<file path="src/logic/panel_pkg.sv">
package panel_pkg;

    // run controller state
    typedef enum logic [1:0] {
        IDLE = 2'd0,
        RUN  = 2'd1,
        STEP = 2'd2
    } run_state_t;

    // conditioned buttons on the panel
    localparam int N_BUTTONS = 4;

    // bit positions in the button word
    // bit 1 is the spare
    localparam int BTN_RUN  = 0;
    localparam int BTN_STEP = 2;
    localparam int BTN_STOP = 3;

    // step counter width, count wraps after 16
    localparam int STEP_W = 4;

endpackage
</file>
<file path="src/logic/front_panel.sv">
module front_panel #(
    parameter int DEBOUNCE_CYCLES = 1000,
    parameter int RUN_PERIOD      = 1000000
) (
    input  logic                            clk,
    input  logic                            db_resetn,
    input  logic [panel_pkg::N_BUTTONS-1:0] button,
    input  logic                            step_ready,
    output logic                            step_valid,
    output logic                            led_run_status,
    output logic                            led_idle,
    output logic [panel_pkg::STEP_W-1:0]    led_run_step
);

    import panel_pkg::*;

    logic [N_BUTTONS-1:0] press;
    logic                 tick;

    // raw pins to one cycle press events
    button_conditioner #(
        .DEBOUNCE_CYCLES(DEBOUNCE_CYCLES)
    ) u_button_conditioner (
        .clk       (clk),
        .db_resetn (db_resetn),
        .button    (button),
        .press     (press)
    );

    // pacing for continuous run
    step_timer #(
        .RUN_PERIOD(RUN_PERIOD)
    ) u_step_timer (
        .clk       (clk),
        .db_resetn (db_resetn),
        .tick      (tick)
    );

    run_control u_run_control (
        .clk            (clk),
        .db_resetn      (db_resetn),
        .press          (press),
        .tick           (tick),
        .step_ready     (step_ready),
        .step_valid     (step_valid),
        .led_run_status (led_run_status),
        .led_idle       (led_idle),
        .led_run_step   (led_run_step)
    );

endmodule

</file>
<file path="src/logic/run_control.sv">
module run_control (
    input  logic                            clk,
    input  logic                            db_resetn,
    input  logic [panel_pkg::N_BUTTONS-1:0] press,
    input  logic                            tick,
    input  logic                            step_ready,
    output logic                            step_valid,
    output logic                            led_run_status,
    output logic                            led_idle,
    output logic [panel_pkg::STEP_W-1:0]    led_run_step
);

    import panel_pkg::*;

    run_state_t        state;
    run_state_t        state_next;
    logic              valid_q;
    logic              valid_next;
    logic              transfer;
    logic [STEP_W-1:0] step_cnt;

    // one microstep handed to the core
    assign transfer = valid_q & step_ready;

    always_comb begin
        state_next = state;
        // an accepted request drops, otherwise it stays pending
        valid_next = valid_q & ~transfer;

        case (state)
            IDLE: begin
                // run has priority over step
                if (press[BTN_RUN]) begin
                    state_next = RUN;
                end else if (press[BTN_STEP]) begin
                    state_next = STEP;
                    valid_next = 1'b1;
                end
            end

            RUN: begin
                // ticks during a pending request are dropped
                if (tick && !valid_q) begin
                    valid_next = 1'b1;
                end
                if (press[BTN_STOP]) begin
                    state_next = IDLE;
                end
            end

            STEP: begin
                if (transfer) begin
                    state_next = IDLE;
                end
            end

            default: begin
                state_next = IDLE;
            end
        endcase
    end

    always_ff @(posedge clk) begin
        if (db_resetn) begin
            state   <= IDLE;
            valid_q <= 1'b0;
        end else begin
            state   <= state_next;
            valid_q <= valid_next;
        end
    end

    // accepted steps, wraps mod 16
    always_ff @(posedge clk) begin
        if (db_resetn) begin
            step_cnt <= '0;
        end else if (transfer) begin
            step_cnt <= step_cnt + 1'b1;
        end
    end

    assign step_valid     = valid_q;
    assign led_run_status = (state == RUN);
    assign led_idle       = (state == IDLE);
    assign led_run_step   = step_cnt;

endmodule

</file>
<file path="src/logic/step_timer.sv">
module step_timer #(
    parameter int RUN_PERIOD = 1000000
) (
    input  logic clk,
    input  logic db_resetn,
    output logic tick
);

    localparam int CNT_W = $clog2(RUN_PERIOD + 1);
    localparam logic [CNT_W-1:0] CNT_LAST = CNT_W'(RUN_PERIOD - 1);

    logic [CNT_W-1:0] period_cnt;
    logic             tick_q;

    // free running, not gated by the controller state
    always_ff @(posedge clk) begin
        if (db_resetn) begin
            period_cnt <= '0;
            tick_q     <= 1'b0;
        end else begin
            if (period_cnt == CNT_LAST) begin
                period_cnt <= '0;
                tick_q     <= 1'b1;
            end else begin
                period_cnt <= period_cnt + 1'b1;
                tick_q     <= 1'b0;
            end
        end
    end

    assign tick = tick_q;

endmodule

</file>
<file path="src/logic/button_conditioner.sv">
module button_conditioner #(
    parameter int DEBOUNCE_CYCLES = 1000
) (
    input  logic                            clk,
    input  logic                            db_resetn,
    input  logic [panel_pkg::N_BUTTONS-1:0] button,
    output logic [panel_pkg::N_BUTTONS-1:0] press
);

    import panel_pkg::*;

    // wide enough to hold DEBOUNCE_CYCLES - 1
    localparam int CNT_W = $clog2(DEBOUNCE_CYCLES + 1);
    localparam logic [CNT_W-1:0] CNT_LAST = CNT_W'(DEBOUNCE_CYCLES - 1);

    genvar i;

    generate
        for (i = 0; i < N_BUTTONS; i++) begin : g_btn
            logic             sync_0;
            logic             sync_1;
            logic [CNT_W-1:0] stable_cnt;
            logic             level;
            logic             press_q;

            // two flop synchronizer for the asynchronous pin
            always_ff @(posedge clk) begin
                if (db_resetn) begin
                    sync_0 <= 1'b0;
                    sync_1 <= 1'b0;
                end else begin
                    sync_0 <= button[i];
                    sync_1 <= sync_0;
                end
            end

            // level follows the input only after it has held
            // a new value for DEBOUNCE_CYCLES cycles in a row
            always_ff @(posedge clk) begin
                if (db_resetn) begin
                    stable_cnt <= '0;
                    level      <= 1'b0;
                    press_q    <= 1'b0;
                end else begin
                    press_q <= 1'b0;
                    if (sync_1 != level) begin
                        if (stable_cnt == CNT_LAST) begin
                            stable_cnt <= '0;
                            level      <= sync_1;
                            // only the rising edge makes a press
                            press_q    <= sync_1;
                        end else begin
                            stable_cnt <= stable_cnt + 1'b1;
                        end
                    end else begin
                        // bounce back to old level, start over
                        stable_cnt <= '0;
                    end
                end
            end

            assign press[i] = press_q;
        end
    endgenerate

endmodule

</file>
<file path="config.mk">
export PLATFORM = sky130hd
export DESIGN_NAME = front_panel
export DESIGN_NICKNAME = d
export VERILOG_FILES = /design/src/logic/panel_pkg.sv /design/src/logic/front_panel.sv /design/src/logic/run_control.sv /design/src/logic/step_timer.sv /design/src/logic/button_conditioner.sv
export SDC_FILE = /design/constraint.sdc
export NUM_CORES = 1
export LEC_CHECK = 0
export BUFFER_PORTS_ARGS = -buffer_cell sky130_fd_sc_hd__buf_2
export CAP_MARGIN = 20
export CORE_MARGIN = 2
export CORE_UTILIZATION = 30
export CTS_CLUSTER_SIZE = 10
export DETAILED_ROUTE_END_ITERATION = 16
export PLACE_DENSITY = 0.45
export RECOVER_POWER = 25
export SLEW_MARGIN = 20
export SYNTH_ARGS = -nofsm -noshare
export SYNTH_HDL_FRONTEND = slang
export SYNTH_HIERARCHICAL = 1
export SYNTH_SLANG_ARGS = --single-unit
</file>
<file path="constraint.sdc">
create_clock -name clk -period 1.82 [get_ports clk]
set_input_delay 0.364 -clock clk [delete_from_list [all_inputs] [get_ports clk]]
set_output_delay 0.364 -clock clk [all_outputs]
set_load 0.02 [all_outputs]
</file>
==> results.json, run 1 <==
{
  "min_period_ns": 1.64,
  "ys.warnings.count": 6,
  "cap_violations": 0,
  "critPathMaxStageDelay_ns": 0.39,
  "irDropWorstVdd_v": 0.000328,
  "clk-insertion-delay-late_ns": 0.34,
  "drcViolationCount": 0,
  "grt_overflow_total": 0,
  "antenna-diode-count": 0,
  "finalWirelength_um": 5300,
  "setup_violations": 0,
  "grt_max_degree": 19,
  "drt_iter0_markers": 44,
  "rsz0062_at_grt": "no",
  "layout-drive-gt1-share": 0.133,
  "numPortBuffers": 12,
  "fin_skew_ns": 0.00678,
  "finalCritPeriodShare": 0.901,
  "synthCells": 324,
  "fp.dieArea_sq_um": 10700,
  "p_leak_nw": 1.13,
  "cts_buffer_depth": 2,
  "max_slew.worst_pin.slew_ns": 0.859,
  "cts_hold_buf": 0,
  "fin_nets": 360,
  "worstPathBufferInverterCount": 0,
  "rows": 36,
  "first_pass_iters": 4,
  "cts_tree": "yes",
  "path_clk_slew_ns": 0.07,
  "layout.cells.non_filler": 486,
  "max_freq_ghz": 0.610,
  "hold_viol": 0,
  "die_y_um": 103,
  "critPathCaptureType": "register",
  "grt_pass1_vias": 2053,
  "slew_headroom": 0.427,
  "clk_root_buffer_cell": "clkbuf_8",
  "place.gp.congestion": 0.755,
  "core_area_sq_um": 9680,
  "antenna_found_initial": 0,
  "syn_area_sq_um": 2970,
  "fin_setup_tns_ns": 0,
  "crit_slowest_cell": "dfxtp_1",
  "crit_arrival_ns": 1.87,
  "critical_path.most_common_cell": "nor2_1",
  "avgViaCountPerCell": 4.57,
  "chipWidth_um": 103,
  "vias": 2221,
  "required_ns": 2.05,
  "grt_pass1_wl_um": 9250,
  "ant_nets": 0,
  "powerDensity_nw_per_um2": 801,
  "initial_core_util": 0.307,
  "outcome": "completed",
  "h-tree-depth": 3,
  "path_cells": "ha_1, nand3_1, nor2_1, a31o_4, nor2_1",
  "dp_hpwl_um": 3750,
  "critPathMaxFanout": 18,
  "syn_nets": 336,
  "io_pins": 14,
  "place_inst": 470,
  "area_growth_pct": 14.0,
  "slew_viol_final": 0,
  "crit_type": "reg -> reg",
  "postCtsSetupBuffers": 0,
  "gr-usage-all-layers": 0.112,
  "cts_buffers": 9,
  "utilization": 0.350,
  "cp_top_family": "simple AND/OR/NAND/NOR gates",
  "synth.avg_cell_area_sq_um": 9.16,
  "routedWlPerCell_um": 10.9,
  "cp-start-kind": "register",
  "hold_path_class": "in -> reg",
  "cts.sinks": 70
}
## flip-flops by register name, summed over array words and instances (netlist names)
| signal | cells |
|---|---|
| u_button_conditioner/g_btn.level | 3 |
| u_button_conditioner/g_btn.press_q | 3 |
| u_button_conditioner/g_btn.stable_cnt | 30 |
| u_button_conditioner/g_btn.sync_0 | 3 |
| u_button_conditioner/g_btn.sync_1 | 3 |
| u_run_control/led_run_step | 4 |
| u_run_control/state | 2 |
| u_run_control/step_valid | 1 |
| u_step_timer/period_cnt | 20 |
| u_step_timer/tick | 1 |
## layout by cell type (no fill, tap or decap), types with 3 or more instances in the layout
master       n
nor2b_1      8
nor2_1      61
nand4_1      5
nand2_1     15
o31ai_1      3
clkbuf_1     4
clkinvlp_4   4
nand3b_1     3
buf_4        6
nor3_1      10
inv_1       12
a21oi_1     12
dfxtp_1     70
xor2_1      12
nor4b_1      3
xnor2_1     25
ha_1         5
and3_1       5
nand2b_1     4
buf_2       11
clkbuf_8     9
mux2i_1      3
nand3_1     22
nor4_1       5
## where the power goes
part	total (mW)	switching, mW	internal (mW)
Combinational	0.0525	0.0323	0.0202
Clock	1.10	0.603	0.501
Sequential	1.56	0.0113	1.54
## repair_timing
action	in CTS	in global routing
gates resized for setup	0	1
setup endpoints to repair	0	16
endpoints found under the hold margin	0	0
## through the flow
stage	cell area (sq um)	total power, mW	worst slack (ns)	hold slack, ns
5_1_grt	3390	2.86	0.0426	0.227
2_1_floorplan	2970	1.62	0.198	0.414
6_report	3390	2.71	0.180	0.236
3_5_place_dp	3220	1.65	0.0637	0.429
4_1_cts	3390	2.79	0.0612	0.211
3_3_place_gp	3220	1.65	0.139	0.420
## worst paths after layout
path                                          from                                    to  slack (ns)  cells past startpoint
max                     u_step_timer/period_cnt[0]            u_step_timer/period_cnt[5]        0.18                      5
min                                      button[3]  u_button_conditioner/g_btn[3].sync_0        0.24                      2
max reg2reg             u_step_timer/period_cnt[0]            u_step_timer/period_cnt[5]        0.18                      5
min reg2reg  u_button_conditioner/g_btn[3].press_q                u_run_control/state[0]        0.44                      1
## routing by layer
layer | global-route usage | routed length (um) | up-vias
met4 | 0.0425 | 64 | 0
met2 | 0.175 | 2310 | 18
met5 | 0 | 0 | -
li1 | - | - | 1170
met1 | 0.140 | 2770 | 1026
met3 | 0.0444 | 166 | 7
## cell type report
cell class / instances / area, sq um
fillers: 1018 / 6300
multi-input cells: 235 / 1490
flip-flops and latches: 70 / 1400
well taps: 133 / 166
clock buffers: 10 / 128
repair buffers: 20 / 111
clock inverters: 6 / 47.5
inverters: 12 / 45.0
Note: power is estimated with default switching activity, not from simulation.
==> run 2: changes to the inputs <==
REMOVE_ABC_BUFFERS = 1   (was unset)
==> results.json, run 2 (synthesis results as in run 1) <==
{
  "grt_pass1_vias": 2144,
  "layout_common_cells": "dfxtp_1, nor2_1, xnor2_1, nand3_1, nand2_1",
  "finalWirelength_um": 5360,
  "clk-insertion-delay-late_ns": 0.34,
  "r2r_slack_ns": 0.21,
  "area_growth_pct": 16.1,
  "hp-start": "button[3]",
  "grt_overflow_total": 0,
  "slew_viol_final": 0,
  "h-tree-depth": 3,
  "fin_skew_ns": 0.00898,
  "required_ns": 2.09,
  "setup_violations": 0,
  "first_pass_iters": 4,
  "cts-resized-gates": 0,
  "cts_tree": "yes",
  "max_slew.worst_pin.slew_ns": 0.886,
  "regMostFlops": "u_button_conditioner/g_btn.stable_cnt",
  "postCtsSetupBuffers": 0,
  "outcome": "completed",
  "die_y_um": 103,
  "gr-usage-all-layers": 0.117,
  "fin_setup_tns_ns": 0,
  "powerDensity_nw_per_um2": 834,
  "initial_core_util": 0.307,
  "finalCritPeriodShare": 0.883,
  "dp_hpwl_um": 3820,
  "path_clk_slew_ns": 0.07,
  "grt_max_degree": 20,
  "reg2reg_depth": 4,
  "fill_cells": 1049,
  "cts_buffers": 9,
  "slew_headroom": 0.409,
  "cp-start-kind": "register",
  "rows": 36,
  "cts_hold_buf": 0,
  "cts.sinks": 70,
  "clk_root_buffer_cell": "clkbuf_8",
  "antenna_found_initial": 0,
  "utilization": 0.356,
  "antenna-diode-count": 0,
  "io_pins": 14,
  "endpoint": "u_step_timer/period_cnt[17]",
  "p_leak_nw": 1.18,
  "grt_pass1_wl_um": 9630,
  "cp-startpoint": "u_step_timer/period_cnt[6]",
  "place.gp.congestion": 0.769,
  "cts_buffer_depth": 2,
  "reg2reg_from": "u_step_timer/period_cnt[6]",
  "hold_path_class": "in -> reg",
  "avgViaCountPerCell": 4.52,
  "critPathMaxFanout": 5,
  "max_freq_ghz": 0.622,
  "vias": 2207,
  "ant_nets": 0,
  "irDropWorstVdd_v": 0.000386,
  "core_area_sq_um": 9680,
  "chipWidth_um": 103,
  "final_common_cell": "dfxtp_1",
  "power.total_mw": 2.87,
  "largest_reg_flops": 30,
  "drcViolationCount": 0,
  "crit_type": "reg -> reg",
  "drt_iter0_markers": 53,
  "min_period_ns": 1.61,
  "cap_violations": 0,
  "rsz0062_at_grt": "no",
  "layout-drive-gt1-share": 0.146,
  "reg2reg_to": "u_step_timer/period_cnt[17]",
  "crit_arrival_ns": 1.88,
  "fin_nets": 362,
  "routedWlPerCell_um": 11.0,
  "hold_viol": 0,
  "fp.dieArea_sq_um": 10700,
  "critPathCaptureType": "register",
  "numPortBuffers": 12
}
run 2: power by group:
| group | switching (mW) | internal (mW) |
|---|---|---|
| clock | 0.589 | 0.665 |
| combinational | 0.0359 | 0.0291 |
| sequential | 0.00960 | 1.54 |
| total | 0.635 | 2.24 |
run 2: metrics by stage:
| step | std cells | instance area, sq um | setup slack, ns | hold slack, ns |
|---|---|---|---|---|
| 2_1_floorplan | 317 | 2930 | 0.207 | 0.405 |
| 3_3_place_gp | 472 | 3260 | 0.231 | 0.421 |
| 3_5_place_dp | 472 | 3260 | 0.213 | 0.425 |
| 4_1_cts | 488 | 3450 | 0.182 | 0.209 |
| 5_1_grt | 488 | 3450 | 0.0551 | 0.233 |
| 6_report | 488 | 3450 | 0.213 | 0.233 |
run 2: critical path: stages, from the launching register on:
cell and delay, ns:
dfxtp_1 0.45, nand4_4 0.13, or3_4 0.42, or4_1 0.40
a21oi_1 0.14
run 2: cell type report:
cell class              instances  area, sq um  share of cell area
clock inverters                 6         61.3              0.0178
flip-flops and latches         70         1400               0.407
well taps                     133          166              0.0483
clock buffers                  10          138              0.0399
repair buffers                 22          155              0.0450
multi-input cells             235         1480               0.429
inverters                      12         45.0              0.0131
run 2: worst min path at each step:
| stage | endpoint | slack [ns] | cells after the start |
|---|---|---|---|
| 3_3_place_gp | u_run_control/state[0] | 0.42 | 1 |
| 4_1_cts | u_button_conditioner/g_btn[3].sync_0 | 0.21 | 2 |
| 5_1_grt | u_button_conditioner/g_btn[0].sync_0 | 0.23 | 2 |
| 2_1_floorplan | u_run_control/state[0] | 0.41 | 1 |
| 3_5_place_dp | u_button_conditioner/g_btn[2].sync_1 | 0.42 | 1 |
| 6_report | u_button_conditioner/g_btn[3].sync_0 | 0.23 | 2 |
run 2: layer usage:
metal / global-route usage / wire, um / up-vias / share of wire
li1: - / - / 1181 / -
met1: 0.141 / 2640 / 1001 / 0.49
met2: 0.188 / 2460 / 15 / 0.46
met3: 0.0464 / 170 / 10 / 0.032
met4: 0.0455 / 97 / 0 / 0.018
met5: 0 / 0 / - / 0
==> run 3: changes to the inputs <==
PLACE_DENSITY = 0.52   (was 0.45)
==> results.json, run 3 (synthesis results as in run 1) <==
{
  "placed_cell_area_sq_um": 3210,
  "cts_tree": "yes",
  "fill_cells": 1010,
  "p_clk_frac": 0.457,
  "path_cells": "ha_1, nand3_1, nor4_1, buf_4, a31o_2, a21oi_1",
  "layout_common_cells": "dfxtp_1, nor2_1, xnor2_1, nand3_1, nand2_1",
  "p_int_mw": 2.37,
  "ff_latch_area_sq_um": 1400,
  "cts-resized-gates": 0,
  "rsz0062_at_grt": "no",
  "fin_nets": 359,
  "regMostFlops": "u_button_conditioner/g_btn.stable_cnt",
  "crit_type": "reg -> reg",
  "cts_buffers": 9,
  "max_slew.worst_pin.slew_ns": 0.770,
  "h-tree-depth": 3,
  "postCtsSetupBuffers": 0,
  "slew_viol_final": 0,
  "avgViaCountPerCell": 4.61,
  "clk-insertion-delay-late_ns": 0.33,
  "outcome": "completed",
  "initial_core_util": 0.307,
  "m1WireLength_um": 2560,
  "pre_cts_ws_ns": 0.0912,
  "dp_hpwl_um": 3880,
  "slew_headroom": 0.487,
  "critPathMaxStageDelay_ns": 0.39,
  "crit_slowest_cell": "dfxtp_1",
  "ant_nets": 0,
  "layout-drive-gt1-share": 0.136,
  "die_y_um": 103,
  "chipWidth_um": 103,
  "crit_arrival_ns": 1.86,
  "seq_power_share": 0.526,
  "top_layer": "met4",
  "hold_path_class": "in -> reg",
  "setup_violations": 0,
  "worstPathBufferInverterCount": 1,
  "net-switching-power_mw": 0.589,
  "final_common_cell": "dfxtp_1",
  "fin_area_sq_um": 3430,
  "largest_reg_flops": 30,
  "wl_met2_um": 2570,
  "numPortBuffers": 12,
  "place.gp.congestion": 0.789,
  "grt_overflow_total": 0,
  "p_leak_nw": 1.17,
  "met3_wirelength_um": 208,
  "routedWlPerCell_um": 11.1,
  "switching_share": 0.199,
  "cts_buffer_depth": 2,
  "grt_pass1_vias": 2072,
  "grt_pass1_wl_um": 9420,
  "grt_max_degree": 19,
  "max_freq_ghz": 0.607,
  "finalCritPeriodShare": 0.906,
  "vias": 2236,
  "multi_input_area_sq_um": 1500,
  "drt_iter0_markers": 51,
  "first_pass_iters": 4,
  "min_period_ns": 1.65,
  "hold_viol": 0,
  "cap_violations": 0,
  "powerDensity_nw_per_um2": 863,
  "rows": 36,
  "antenna_found_initial": 0,
  "cp-start-kind": "register",
  "clk_root_buffer_cell": "clkbuf_8",
  "core_area_sq_um": 9680,
  "critPathCaptureType": "register",
  "combPwrFrac": 0.018,
  "fin_setup_tns_ns": 0,
  "cts.sinks": 70,
  "required_ns": 2.04,
  "cp_top_family": "simple AND/OR/NAND/NOR gates",
  "cts_hold_buf": 0,
  "path_clk_slew_ns": 0.07,
  "fp.dieArea_sq_um": 10700,
  "finalWorstSetupSlack_ns": 0.171,
  "fin_skew_ns": 0.00838,
  "antenna-diode-count": 0,
  "finalWirelength_um": 5400,
  "irDropWorstVdd_v": 0.000298,
  "critPathMaxFanout": 4,
  "gr-usage-all-layers": 0.112,
  "area_growth_pct": 15.5,
  "drcViolationCount": 0,
  "io_pins": 14
}
-- run 3: cell types whose count changed in the layout (fill, tap and decap cells not counted), sizes merged --
cell / delta
bufinv: +1
clkbuf: +2
clkinv: -2
buf: -3
clkinvlp: -1
-- run 3: final cells by class --
| class | instances | share of cell area |
|---|---|---|
| Clock buffer | 12 | 0.0423 |
| Clock inverter | 4 | 0.0204 |
| Inverter | 12 | 0.0131 |
| Multi-Input combinational cell | 235 | 0.436 |
| Sequential cell | 70 | 0.408 |
| Tap cell | 133 | 0.0485 |
| Timing Repair Buffer | 19 | 0.0314 |
-- run 3: worst paths after layout --
path	slack, ns	cells after the start	to	start
worst min register to register	0.42	1	u_run_control/state[0]	u_button_conditioner/g_btn[3].press_q
worst max register to register	0.17	6	u_step_timer/period_cnt[18]	u_step_timer/period_cnt[0]
worst max-delay path	0.17	6	u_step_timer/period_cnt[18]	u_step_timer/period_cnt[0]
worst min-delay path	0.24	2	u_button_conditioner/g_btn[2].sync_0	button[2]
-- run 3: power groups by stage --
| stage | combinational [mW] | clock (mW) | sequential (mW) |
|---|---|---|---|
| final | 0.0519 | 1.35 | 1.56 |
| after global routing | 0.0612 | 1.48 | 1.56 |
| after CTS | 0.0543 | 1.42 | 1.55 |
| after detailed placement | 0.0542 | 0 | 1.59 |
| after global placement | 0.0538 | 0 | 1.59 |
| after floorplan | 0.0296 | 0 | 1.59 |
-- run 3: metal layers --
layer,vias to the layer above,track usage
met4,0,0.0334
met5,-,0
met3,5,0.0450
met1,1045,0.135
li1,1163,-
met2,23,0.185
-- run 3: per-stage QoR --
step	power [mW]	std cells	hold slack (ns)	util
after floorplan	1.62	317	0.405	-
after global placement	1.64	469	0.419	0.331
after detailed placement	1.65	469	0.426	0.331
after CTS	3.03	485	0.220	0.353
after global routing	3.10	485	0.247	0.354
final	2.96	485	0.242	0.354
-- run 3: worst register-to-register path, delay by kind of cell (launching register included) --
kind            cells  cell delay, ns
buf+inv             1            0.18
fa+ha+maj           1            0.20
compound gates      2            0.19
flops               1            0.39
simple gates        2            0.56
